===== config.mk =====
export PLATFORM = sky130hd
export DESIGN_NAME = int_divider
export DESIGN_NICKNAME = d
export VERILOG_FILES = /design/src/source/div_pkg.sv /design/src/source/div_operand_stage.sv /design/src/source/div_restoring_core.sv /design/src/source/div_sign_stage.sv /design/src/source/int_divider.sv
export SDC_FILE = /design/constraint.sdc
export NUM_CORES = 1
export LEC_CHECK = 0
export BUFFER_PORTS_ARGS = -buffer_cell sky130_fd_sc_hd__buf_2
export CORE_MARGIN = 4
export CORE_UTILIZATION = 55
export DETAILED_ROUTE_END_ITERATION = 8
export PLACE_DENSITY = 0.84
export SLEW_MARGIN = 0
export SYNTH_ARGS = -nofsm -noshare
export SYNTH_HDL_FRONTEND = slang
export SYNTH_HIERARCHICAL = 1
export SYNTH_SLANG_ARGS = --single-unit

===== constraint.sdc =====
create_clock -name clk -period 2.9 [get_ports clk]
set_clock_uncertainty 0.05 [all_clocks]
set_input_delay 0.58 -clock clk [delete_from_list [all_inputs] [get_ports clk]]
set_output_delay 0.58 -clock clk [all_outputs]
set_load 0.05 [all_outputs]

===== src/source/div_pkg.sv =====
// Shared widths, types and latency constants for the 16-bit integer divider
// Imported by wildcard in every divider module and in the testbench

package div_pkg;

  // Operand and result width
  localparam int DATA_WIDTH = 16;

  // Go-to-done latency for a nonzero dividend
  localparam int DIV_LATENCY = DATA_WIDTH + 3;

  // Go-to-done latency when the dividend is zero
  localparam int ZERO_LATENCY = 3;

  // Dividend, divisor, quotient and remainder
  typedef logic [DATA_WIDTH-1:0] word_t;

  // Divisor as it is shifted across the dividend in the core
  typedef logic [2*DATA_WIDTH-2:0] shift_t;

  // Registered operands handed to the core and the sign stage
  typedef struct packed {
    word_t dividend_mag;
    word_t divisor_mag;
    logic  left_neg;
    logic  right_neg;
  } div_operands_t;

  // Quotient and remainder pair
  typedef struct packed {
    word_t quotient;
    word_t remainder;
  } div_result_t;

  // Core FSM
  typedef enum logic {
    CORE_IDLE = 1'b0,
    CORE_RUN  = 1'b1
  } core_state_t;

endpackage


===== src/source/div_operand_stage.sv =====
// Operand stage of the divider pipeline
// Captures dividend and divisor on go and turns them into magnitudes plus sign flags
// Also produces the one-cycle start strobe for the core

`timescale 1ns/1ps

module div_operand_stage import div_pkg::*; (
  input  logic          clk,
  input  logic          reset,
  input  logic          go,
  input  logic          is_signed,
  input  word_t         dividend,
  input  word_t         divisor,
  output div_operands_t operands,
  output logic          start
);

  div_operands_t operands_next;
  logic          dividend_neg;
  logic          divisor_neg;

  // An operand only counts as negative in signed mode
  assign dividend_neg = is_signed & dividend[DATA_WIDTH-1];
  assign divisor_neg  = is_signed & divisor[DATA_WIDTH-1];

  // Two's-complement magnitudes
  // The most negative value maps onto itself, which is the right unsigned magnitude
  always_comb begin
    operands_next.left_neg  = dividend_neg;
    operands_next.right_neg = divisor_neg;

    if (dividend_neg) begin
      operands_next.dividend_mag = word_t'(-dividend);
    end else begin
      operands_next.dividend_mag = dividend;
    end

    if (divisor_neg) begin
      operands_next.divisor_mag = word_t'(-divisor);
    end else begin
      operands_next.divisor_mag = divisor;
    end
  end

  // Operands stay put until the next go
  always_ff @(posedge clk) begin
    if (go) begin
      operands <= operands_next;
    end
  end

  // Core starts one cycle after go, once the operands are stable
  always_ff @(posedge clk) begin
    if (reset) begin
      start <= 1'b0;
    end else begin
      start <= go;
    end
  end

endmodule


===== src/source/div_restoring_core.sv =====
// Unsigned restoring divider core, one quotient bit per cycle
// start loads the magnitudes, core_done pulses for one cycle when raw is valid
// Only one division is held at a time; start must not come while a division runs

`timescale 1ns/1ps

module div_restoring_core import div_pkg::*; (
  input  logic        clk,
  input  logic        reset,
  input  logic        start,
  input  word_t       dividend_mag,
  input  word_t       divisor_mag,
  output div_result_t raw,
  output logic        core_done
);

  core_state_t state;
  word_t       quotient_mask;
  word_t       quotient;
  word_t       partial;
  shift_t      divisor_shift;
  logic        load;
  logic        stepping;
  logic        finished;
  logic        fits;

  assign load     = start && (state == CORE_IDLE);
  assign stepping = (state == CORE_RUN) && (quotient_mask != '0);
  assign finished = (state == CORE_RUN) && (quotient_mask == '0);

  // Shifted divisor fits into what is left of the dividend
  assign fits = divisor_shift <= shift_t'(partial);

  // FSM and done pulse
  always_ff @(posedge clk) begin
    if (reset) begin
      state     <= CORE_IDLE;
      core_done <= 1'b0;
    end else begin
      core_done <= finished;
      case (state)
        CORE_IDLE: begin
          if (start) begin
            state <= CORE_RUN;
          end
        end
        CORE_RUN: begin
          if (finished) begin
            state <= CORE_IDLE;
          end
        end
        default: begin
          state <= CORE_IDLE;
        end
      endcase
    end
  end

  // Quotient mask walks from the top bit down to empty
  // A zero dividend loads an empty mask and leaves RUN right away
  always_ff @(posedge clk) begin
    if (reset) begin
      quotient_mask <= '0;
    end else if (load) begin
      if (dividend_mag == '0) begin
        quotient_mask <= '0;
      end else begin
        quotient_mask <= {1'b1, {(DATA_WIDTH-1){1'b0}}};
      end
    end else if (stepping) begin
      quotient_mask <= quotient_mask >> 1;
    end
  end

  // Restoring step
  // The divisor starts aligned under the top dividend bit and moves right each cycle
  always_ff @(posedge clk) begin
    if (load) begin
      quotient      <= '0;
      partial       <= dividend_mag;
      divisor_shift <= {divisor_mag, {(DATA_WIDTH-1){1'b0}}};
    end else if (stepping) begin
      divisor_shift <= divisor_shift >> 1;
      if (fits) begin
        // fits implies the upper bits of the shifted divisor are zero
        partial  <= partial - divisor_shift[DATA_WIDTH-1:0];
        quotient <= quotient | quotient_mask;
      end
    end
  end

  // Registers stop moving once the mask is empty, so raw holds through core_done
  // Zero divisor always fits, giving all-ones quotient and the dividend as remainder
  assign raw.quotient  = quotient;
  assign raw.remainder = partial;

  // The operand stage may only send a new start after done
  a_start_when_idle: assert property (
    @(posedge clk) disable iff (reset)
    start |-> (state == CORE_IDLE)
  ) else $error("start arrived while the core was busy");

  a_core_done_pulse: assert property (
    @(posedge clk) disable iff (reset)
    core_done |=> !core_done
  ) else $error("core_done held for more than one cycle");

  // Operand magnitudes are held by the operand stage for the whole division
  a_remainder_range: assert property (
    @(posedge clk) disable iff (reset)
    (core_done && (divisor_mag != '0)) |-> (raw.remainder < divisor_mag)
  ) else $error("remainder not below divisor");

endmodule


===== src/source/div_sign_stage.sv =====
// Sign stage of the divider pipeline
// Turns the unsigned core result into the signed result and registers it with done
// Quotient truncates toward zero, a nonzero remainder takes the divisor's sign

`timescale 1ns/1ps

module div_sign_stage import div_pkg::*; (
  input  logic          clk,
  input  logic          reset,
  input  div_operands_t operands,
  input  div_result_t   raw,
  input  logic          core_done,
  output div_result_t   result,
  output logic          done
);

  div_result_t corrected;
  logic        signs_differ;
  word_t       remainder_floor;

  assign signs_differ = operands.left_neg ^ operands.right_neg;

  // Flip the remainder over to the other side of the divisor when the signs differ
  always_comb begin
    if (signs_differ && (raw.remainder != '0)) begin
      remainder_floor = word_t'(operands.divisor_mag - raw.remainder);
    end else begin
      remainder_floor = raw.remainder;
    end
  end

  always_comb begin
    if (signs_differ) begin
      corrected.quotient = word_t'(-raw.quotient);
    end else begin
      corrected.quotient = raw.quotient;
    end

    if (operands.right_neg) begin
      corrected.remainder = word_t'(-remainder_floor);
    end else begin
      corrected.remainder = remainder_floor;
    end
  end

  // Result holds from one done to the next
  always_ff @(posedge clk) begin
    if (core_done) begin
      result <= corrected;
    end
  end

  always_ff @(posedge clk) begin
    if (reset) begin
      done <= 1'b0;
    end else begin
      done <= core_done;
    end
  end

  a_done_pulse: assert property (
    @(posedge clk) disable iff (reset)
    done |=> !done
  ) else $error("done high for two cycles in a row");

endmodule


===== src/source/int_divider.sv =====
// 16-bit integer divider, unsigned or signed
// Pulse go with is_signed, dividend and divisor valid on the same edge
// done pulses DIV_LATENCY cycles later, or ZERO_LATENCY cycles for a zero dividend
// quotient and remainder hold until the next done

`timescale 1ns/1ps

module int_divider import div_pkg::*; (
  input  logic  clk,
  input  logic  reset,
  input  logic  go,
  input  logic  is_signed,
  input  word_t dividend,
  input  word_t divisor,
  output word_t quotient,
  output word_t remainder,
  output logic  done
);

  div_operands_t operands;
  div_result_t   raw;
  div_result_t   result;
  logic          start;
  logic          core_done;

  div_operand_stage operand_stage (
    .clk       (clk),
    .reset     (reset),
    .go        (go),
    .is_signed (is_signed),
    .dividend  (dividend),
    .divisor   (divisor),
    .operands  (operands),
    .start     (start)
  );

  // Core only ever sees magnitudes
  div_restoring_core core (
    .clk          (clk),
    .reset        (reset),
    .start        (start),
    .dividend_mag (operands.dividend_mag),
    .divisor_mag  (operands.divisor_mag),
    .raw          (raw),
    .core_done    (core_done)
  );

  div_sign_stage sign_stage (
    .clk       (clk),
    .reset     (reset),
    .operands  (operands),
    .raw       (raw),
    .core_done (core_done),
    .result    (result),
    .done      (done)
  );

  assign quotient  = result.quotient;
  assign remainder = result.remainder;

endmodule


==> results.yml, run 1 <==
critical_path:
  crit_chain: "buf_4, ha_1, nand2b_1, a211oi_1, o211a_1, o41ai_2, o21ai_0, a31oi_1, mux2i_1, xnor3_1"
  start_kind: "flip-flop"
  reg2reg_depth: 10
  cp_slowest_stage_delay_ns: 0.49
  cp-end-kind: "flip-flop"
  r2r-start: "operand_stage/operands[3]"
  slowest_stage: "o41ai_2"
  crit_buf_inv: 1
  critical_path.top_delay_family: "compound AO/OA/AOI/OAI gates"
  r2r-end: "sign_stage/result[15]"
  required_ns: 3.02
  cp.arrival_ns: 3.38
  cp_max_fo: 3
  reg2reg_slack_ns: -0.36
  path_class: "flip-flop to flip-flop"
placed_design:
  port_buffers: 68
  gp_congestion: 0.927
  dp_hpwl_um: 16100
  postPlaceCellArea_um2: 10200
  dp_slack_ns: -0.331
synth:
  synthDistinctLibCells: 79
  yosysSeqAreaShare: 0.433
  yosysWarnings: 6
  syn_area_um2: 9160
  synth_flop_cell: "edfxtp_1"
  synth_edf_count: 98
  synth.area.top_cells: "edfxtp_1 (32%), dfxtp_1 (11%), ha_1 (6.8%)"
  syn_inst: 941
  yosysTopAreaCellShare: 0.321
  synth_largest_area_cell: "edfxtp_1"
  synth_nets: 1029
  async_reset_ff_frac: 0
  syn_avg_cell_area_um2: 9.73
  ys_ff_latch: 149
final_layout:
  nets: 1164
  seq_area_um2: 3960
  antennaDiodeCount: 0
  nFillCells: 1192
  multi_input_area_um2: 4770
  layout-drive-gt1-share: 0.233
  final_area_um2: 11000
  area_delta_synth_final_pct: 19.8
sta:
  setup_viol: 8
  rsz0062_at_grt: "true"
  fin_crit_ns: 3.26
  maxSlewHeadroom: 0.390
  period_share: 1.12
  fmax_mhz: 307
  hold_viol: 0
  worst_pin_slew_ns: 0.915
  fin_tns_setup_ns: -1.09
  drv_slew: 0
  worst_slack_ns: -0.359
floorplan:
  row_count: 46
  design.die.area_um2: 18800
  die-height_um: 137
  coreArea_um2: 16100
  initial_utilization: 0.568
  die-width_um: 137
  io_pins: 69
routing:
  routed_wl_um: 22700
  route.detailed.drc: 0
  vias: 7854
  viasPerCell: 6.02
  postRouteAntennaNets: 0
  wl_per_cell_um: 17.4
  drt_iter0_drc: 982
  firstDrtPassIters: 5
worst_hold_path:
  hold-path-endpoint: "operand_stage/operands[18]"
  min_path_cells: 1
  min_from: "dividend[0]"
  hold_path.class: "primary input to flip-flop"
global_routing:
  grt_max_degree: 78
  grt_pass1_vias: 7267
  grt_first_pass_wirelength_um: 35900
  antenna_found_initial: 0
  grt_usage: 0.245
  grt_overflow: 0
clocking:
  cts.sinks: 149
  htree_levels: 4
  clock_latency_ns: 0.43
  cts-root-buf: "clkbuf_16"
  clkTransAtPathRegs_ns: 0.06
  numCtsBuffers: 17
  cts_buffer_depth: 2
  ctsHoldBuffers: 0
  cts_tree: "done"
pwr:
  ir_drop_mv: 0.438
  p_leak_nw: 4.42
  powerDensity_nw_per_um2: 565
outcome:
  violations: "setup timing"
  status: "finished with violations"
job:
  maxCapViolations: 0
==> layout make-up <==
class                           instances  area share
Tap cell                              216      0.0246
Sequential cell                       149       0.361
Clock inverter                         14      0.0180
Timing Repair Buffer                  160      0.0958
Inverter                               75      0.0257
Multi-Input combinational cell        673       0.435
Clock buffer                           18      0.0391
==> cell usage after synthesis, drive strengths merged (17+ instances only) <==
master and instances:
nand4 29, inv 75, ha 50, dfxtp 51
nor2 48, xor2 33, clkbuf 20, nor4 22
buf 24, xnor2 35, nand2 88, o211ai 20
o21ai 57, a21oi 60, a31oi 22, nor3 17
edfxtp 98, nand3 58
==> metal layers <==
metal  global-route usage  share of wire
met5                    0              0
met4               0.0953          0.030
met3               0.0441          0.076
met2                0.405           0.47
met1                0.319           0.42
==> flip-flops by register name (all words and copies together), names as in the netlist <==
name                    flops
core/quotient_mask         16
core/partial               16
operand_stage/start         1
core/state                  1
sign_stage/done             1
core/divisor_shift         31
operand_stage/operands     34
core/quotient              16
core/core_done              1
sign_stage/result          32
==> how the worst max path moves through the flow <==
| stage | endpoint | slack (ns) | from | cells after the start |
|---|---|---|---|---|
| floorplan | sign_stage/result[15] | -0.19 | operand_stage/operands[2] | 12 |
| global route | sign_stage/result[15] | -0.50 | operand_stage/operands[2] | 12 |
| finish | sign_stage/result[15] | -0.36 | operand_stage/operands[3] | 10 |
| detailed placement | sign_stage/result[15] | -0.33 | operand_stage/operands[2] | 12 |
| global placement | sign_stage/result[15] | -0.29 | operand_stage/operands[2] | 12 |
| CTS | sign_stage/result[15] | -0.33 | operand_stage/operands[2] | 12 |
==> through the flow <==
stage / hold WS [ns] / std cells / utilization / power (mW)
after detailed placement: 0.420 / 1267 / 0.632 / 3.78
final: 0.346 / 1305 / 0.681 / 6.19
after floorplan: 0.396 / 941 / - / 3.32
after global routing: 0.342 / 1305 / 0.681 / 6.43
after CTS: 0.339 / 1304 / 0.674 / 6.12
after global placement: 0.416 / 1267 / 0.632 / 3.75
==> repair_timing <==
action / in CTS / in global routing
buffers inserted: 6 / 4
setup endpoints to repair: 6 / 13
pin swaps: 12 / 17
gates resized for setup: 8 / 22
==> where the power goes <==
part           internal [mW]  switching, mW
combinational          0.582          0.790
clock                   1.45          0.896
sequential              2.40         0.0730
==> cell usage in the layout (no fill, tap or decap), drive strengths merged, types with 7 or more instances in the layout <==
master and instances:
a211oi 9, a21o 7, a21oi 60, a22o 15
a31oi 22, buf 160, clkbuf 18, dfxtp 51
edfxtp 98, ha 50, inv 79, nand2 88
nand2b 8, nand3 58, nand4 29, nor2 48
nor3 17, nor4 22, o211ai 20, o21a 11
o21ai 57, o31ai 8, xnor2 35, xor2 33
==> cell families after synthesis <==
group,synth area share
flops,0.433
simple gates,0.178
buf+inv,0.0593
fa+ha+maj,0.0727
compound gates,0.187
mux,0.00219
xor+xnor,0.0675
No activity file was read; power rests on OpenSTA's default activity.
==> run 2, diff against run 1 <==
SKIP_LAST_GASP = 1   (was not set)
==> run 2 against run 1 <==
  * The run still ends with setup timing left
  * Register-to-register slack barely moved
  * Final area barely moved
  * Combinational power barely moved
  * Sequential power barely moved
  * Sequential cell count did not move
  * Via count fell by 0.57%
  * Critical path type unchanged
  * Critical endpoint unchanged
==> results.yml, run 2 (synthesized netlist as in run 1, its figures left out) <==
routing:
  viasPerCell: 5.98
  routed_wl_um: 22700
  vias: 7809
  route.detailed.drc: 0
  wl_per_cell_um: 17.4
  firstDrtPassIters: 6
  drt_iter0_drc: 846
  postRouteAntennaNets: 0
clocking:
  cts-root-buf: "clkbuf_16"
  htree_levels: 4
  numCtsBuffers: 17
  cts_buffer_depth: 2
  ctsHoldBuffers: 0
  clock_latency_ns: 0.43
  cts_tree: "done"
  clkTransAtPathRegs_ns: 0.06
  cts.sinks: 149
pwr:
  switchingPower_mw: 1.75
  power.internal_mw: 4.43
  p_leak_nw: 4.42
  pwr-share-seq: 0.400
  sw_frac_of_total: 0.283
  power_mw: 6.19
  ir_drop_mv: 0.435
  combinationalPowerShare: 0.221
  powerDensity_nw_per_um2: 564
  clkPwrFrac: 0.379
global_routing:
  antenna_found_initial: 0
  grt_pass1_vias: 7267
  grt_overflow: 0
  grt_max_degree: 78
  grt_usage: 0.245
  grt_first_pass_wirelength_um: 35900
sta:
  rsz0062_at_grt: "true"
  hold_viol: 0
  worst_pin_slew_ns: 0.907
  maxSlewHeadroom: 0.395
  drv_slew: 0
  setup_viol: 8
  fin_tns_setup_ns: -0.956
  period_share: 1.12
  fmax_mhz: 308
  worst_slack_ns: -0.345
  fin_hold_ws_ns: 0.350
  fin_crit_ns: 3.24
final_layout:
  largest_reg_flops: 34
  nets: 1164
  reg_top3: "operand_stage/operands (34), sign_stage/result (32), core/divisor_shift (31)"
  final_common_cell: "edfxtp_1"
  layout-drive-gt1-share: 0.232
  area_delta_synth_final_pct: 19.7
  final_util: 0.680
  regMostFlops: "operand_stage/operands"
  final_cell_mix: "edfxtp_1 (98), buf_4 (89), nand2_1 (86)"
  antennaDiodeCount: 0
critical_path:
  r2r-start: "operand_stage/operands[2]"
  cp_max_fo: 4
  cp.arrival_ns: 3.36
  crit_chain: "inv_1, ha_2, inv_2, fa_2, a211oi_4, o31ai_4, a2111o_1, o22ai_1, xor2_1, a31oi_1, o41ai_2, xnor3_1"
  reg2reg_depth: 12
  crit_buf_inv: 2
  path_class: "flip-flop to flip-flop"
  critical_path.top_delay_family: "compound AO/OA/AOI/OAI gates"
  start_kind: "flip-flop"
  reg2reg_slack_ns: -0.34
  cp_slowest_stage_delay_ns: 0.39
  slowest_stage: "edfxtp_1"
  required_ns: 3.02
  r2r-end: "sign_stage/result[15]"
  cp-end-kind: "flip-flop"
outcome:
  status: "finished with violations"
  violations: "setup timing"
worst_hold_path:
  min_from: "dividend[0]"
  hold_path.class: "primary input to flip-flop"
  min_path_cells: 1
  hold-path-endpoint: "operand_stage/operands[18]"
floorplan:
  die-height_um: 137
  io_pins: 69
  design.die.area_um2: 18800
  row_count: 46
  coreArea_um2: 16100
  die-width_um: 137
  initial_utilization: 0.568
job:
  maxCapViolations: 0
placed_design:
  port_buffers: 68
  dp_hpwl_um: 16100
  dp_slack_ns: -0.331
  gp_congestion: 0.927
## run 2: how the worst max path moves through the flow
stage / slack [ns] / start / end / cells past startpoint
6_report: -0.34 / operand_stage/operands[2] / sign_stage/result[15] / 12
5_1_grt: -0.53 / operand_stage/operands[2] / sign_stage/result[15] / 12
4_1_cts: -0.33 / operand_stage/operands[2] / sign_stage/result[15] / 12
3_5_place_dp: -0.33 / operand_stage/operands[2] / sign_stage/result[15] / 12
3_3_place_gp: -0.29 / operand_stage/operands[2] / sign_stage/result[15] / 12
2_1_floorplan: -0.19 / operand_stage/operands[2] / sign_stage/result[15] / 12
## run 2: layer usage
layer	vias to the layer above	global-route usage	wire length, um
met3	63	0.0441	1640
met2	352	0.405	10800
li1	3728	-	-
met5	-	0	0
met4	0	0.0953	647
met1	3666	0.319	9570
## run 2: power by group through the flow
| stage | clock, mW | sequential, mW | combinational, mW |
|---|---|---|---|
| 5_1_grt | 2.47 | 2.48 | 1.48 |
| 2_1_floorplan | 0 | 2.54 | 0.787 |
| 3_3_place_gp | 0 | 2.51 | 1.24 |
| 3_5_place_dp | 0 | 2.51 | 1.26 |
| 6_report | 2.34 | 2.47 | 1.37 |
| 4_1_cts | 2.36 | 2.47 | 1.29 |
## run 2: what timing repair did
item / CTS / global route
pin swaps: 12 / 17
endpoints found under the setup margin: 6 / 13
setup buffers: 6 / 4
gates resized for setup: 8 / 21
## run 2: final cells by class
| class | count | area (um^2) |
|---|---|---|
| Fill cell | 1194 | 5150 |
| Multi-Input combinational cell | 673 | 4770 |
| Sequential cell | 149 | 3960 |
| Timing Repair Buffer | 160 | 1050 |
| Clock buffer | 18 | 429 |
| Inverter | 75 | 282 |
| Tap cell | 216 | 270 |
| Clock inverter | 14 | 198 |
## run 2: per-stage QoR
step	std cells	cell area, um^2
after floorplan	941	9170
after global placement	1267	10200
after detailed placement	1267	10200
after CTS	1304	10900
after global routing	1305	11000
final	1305	11000
==> run 3, diff against run 2 <==
--- a/config.mk
+++ b/config.mk
@@ -8,3 +8,3 @@
 export BUFFER_PORTS_ARGS = -buffer_cell sky130_fd_sc_hd__buf_2
-export CORE_MARGIN = 4
+export CORE_MARGIN = 2
 export CORE_UTILIZATION = 55
--- a/constraint.sdc
+++ b/constraint.sdc
@@ -4,2 +4,2 @@
 set_output_delay 0.58 -clock clk [all_outputs]
-set_load 0.05 [all_outputs]
+set_load 0.01 [all_outputs]
==> run 3 against run 2 <==
  * The run still ends with setup timing left
  * Sequential share of layout area rose by 0.39 points
  * Cell count down 0.38%
  * Utilization is 1.9 points lower
  * Register-to-register slack hardly changed
  * First-iteration DRC count down 6.5%
  * Sequential cell count unchanged
  * Via count shrank 2.5%
  * Final area is 1.1% lower
  * Non-clock buffer count down 9
  * Combinational power is 5% lower
  * Largest cell class unchanged
==> results.yml, run 3 (synthesized netlist as in run 1, its figures left out) <==
outcome:
  status: "finished with violations"
  violations: "setup timing"
global_routing:
  antenna_found_initial: 0
  grt_pass1_vias: 7082
  grt_overflow: 0
  grt_first_pass_wirelength_um: 35400
  grt_usage: 0.250
  grt_max_degree: 51
final_layout:
  largest_reg_flops: 34
  reg_top3: "operand_stage/operands (34), sign_stage/result (32), core/divisor_shift (31)"
  final_area_um2: 10800
  layout-drive-gt1-share: 0.231
  final_cell_mix: "edfxtp_1 (98), nand2_1 (85), buf_4 (80)"
  instances_no_fill: 1300
  regMostFlops: "operand_stage/operands"
  final_util: 0.661
  area_delta_synth_final_pct: 18.4
  nets: 1155
  final_common_cell: "edfxtp_1"
  antennaDiodeCount: 0
sta:
  fin_crit_ns: 3.24
  drv_slew: 0
  worst_slack_ns: -0.343
  maxSlewHeadroom: 0.397
  setup_viol: 8
  rsz0062_at_grt: "true"
  fmax_mhz: 308
  worst_pin_slew_ns: 0.905
  period_share: 1.12
  hold_viol: 0
critical_path:
  cp_max_fo: 4
  cp.arrival_ns: 3.36
  reg2reg_slack_ns: -0.34
  cp-end-kind: "flip-flop"
  start_kind: "flip-flop"
  required_ns: 3.02
  path_class: "flip-flop to flip-flop"
  r2r-end: "sign_stage/result[15]"
  r2r-start: "operand_stage/operands[2]"
  reg2reg_depth: 12
routing:
  route.detailed.drc: 0
  routed_wl_um: 21500
  wl_per_cell_um: 16.5
  firstDrtPassIters: 5
  viasPerCell: 5.86
  postRouteAntennaNets: 0
  drt_iter0_drc: 791
  vias: 7614
placed_design:
  gp_congestion: 0.911
  dp_hpwl_um: 16000
  dp_slack_ns: -0.357
  postPlaceCellArea_um2: 10100
  port_buffers: 68
  dpl.cell_count: 1265
floorplan:
  die-width_um: 133
  coreArea_um2: 16400
  row_count: 47
  design.die.area_um2: 17700
  die-height_um: 133
  io_pins: 69
  initial_utilization: 0.558
pwr:
  power_mw: 5.89
  ir_drop_mv: 0.407
  powerDensity_nw_per_um2: 543
  p_leak_nw: 4.37
clocking:
  htree_levels: 4
  cts_tree: "done"
  clkTransAtPathRegs_ns: 0.06
  numCtsBuffers: 17
  cts-root-buf: "clkbuf_16"
  cts.sinks: 149
  clock_latency_ns: 0.44
  cts_buffer_depth: 2
job:
  maxCapViolations: 0
worst_hold_path:
  min_from: "dividend[0]"
  min_path_cells: 1
  hold-path-endpoint: "operand_stage/operands[18]"
  hold_path.class: "primary input to flip-flop"
run 3: cell types whose count changed in the layout (fill, tap and decap cells not counted), sizes merged:
cell | previous run | this run
buf | 160 | 151
bufinv | 4 | 0
clkbuf | 18 | 17
clkinv | 5 | 6
inv | 79 | 83
run 3: timing repair:
action,in CTS,in global routing
hold buffers,0,0
setup endpoints to repair,6,12
pin swaps,4,11
gates resized for setup,7,23
setup buffers,2,3
run 3: worst max-delay path: stages, from the launching register on:
cell and delay (ns):
edfxtp_1 0.40, inv_1 0.08, ha_2 0.17, inv_2 0.04
fa_2 0.36, a211oi_4 0.28, o31ai_4 0.13, a2111o_1 0.40
o22ai_2 0.16, xor2_1 0.20, a31oi_1 0.13, o41ai_2 0.33
xnor3_1 0.26
run 3: worst max path at each step:
stage	start	end
floorplan	operand_stage/operands[2]	sign_stage/result[15]
global placement	operand_stage/operands[2]	sign_stage/result[15]
detailed placement	operand_stage/operands[2]	sign_stage/result[15]
CTS	operand_stage/operands[2]	sign_stage/result[15]
global route	operand_stage/operands[2]	sign_stage/result[15]
finish	operand_stage/operands[2]	sign_stage/result[15]
run 3: stage by stage:
stage	setup TNS [ns]	hold slack [ns]
2_1_floorplan	-0.192	0.396
3_3_place_gp	-0.758	0.429
3_5_place_dp	-1.08	0.426
4_1_cts	-0.799	0.320
5_1_grt	-2.18	0.331
6_report	-0.865	0.339
run 3: power breakdown:
group          total (mW)  switching, mW  leakage [nW]  internal, mW
Sequential           2.48         0.0755          1.34          2.40
Combinational        1.30          0.731          2.75         0.570
Clock                2.11          0.979         0.279          1.13
run 3: metal layers:
metal	up-vias	wire (um)	GRT usage
li1	3716	-	-
met1	3547	9560	0.342
met2	302	9890	0.391
met3	49	1390	0.0540
met4	0	669	0.0974
met5	-	0	0
run 3: layout make-up:
cell class / count / area, um^2
Fill cell: 1241 / 5560
Multi-Input combinational cell: 673 / 4780
Sequential cell: 149 / 3960
Timing Repair Buffer: 151 / 983
Clock buffer: 17 / 425
Inverter: 75 / 282
Tap cell: 220 / 275
Clock inverter: 15 / 138
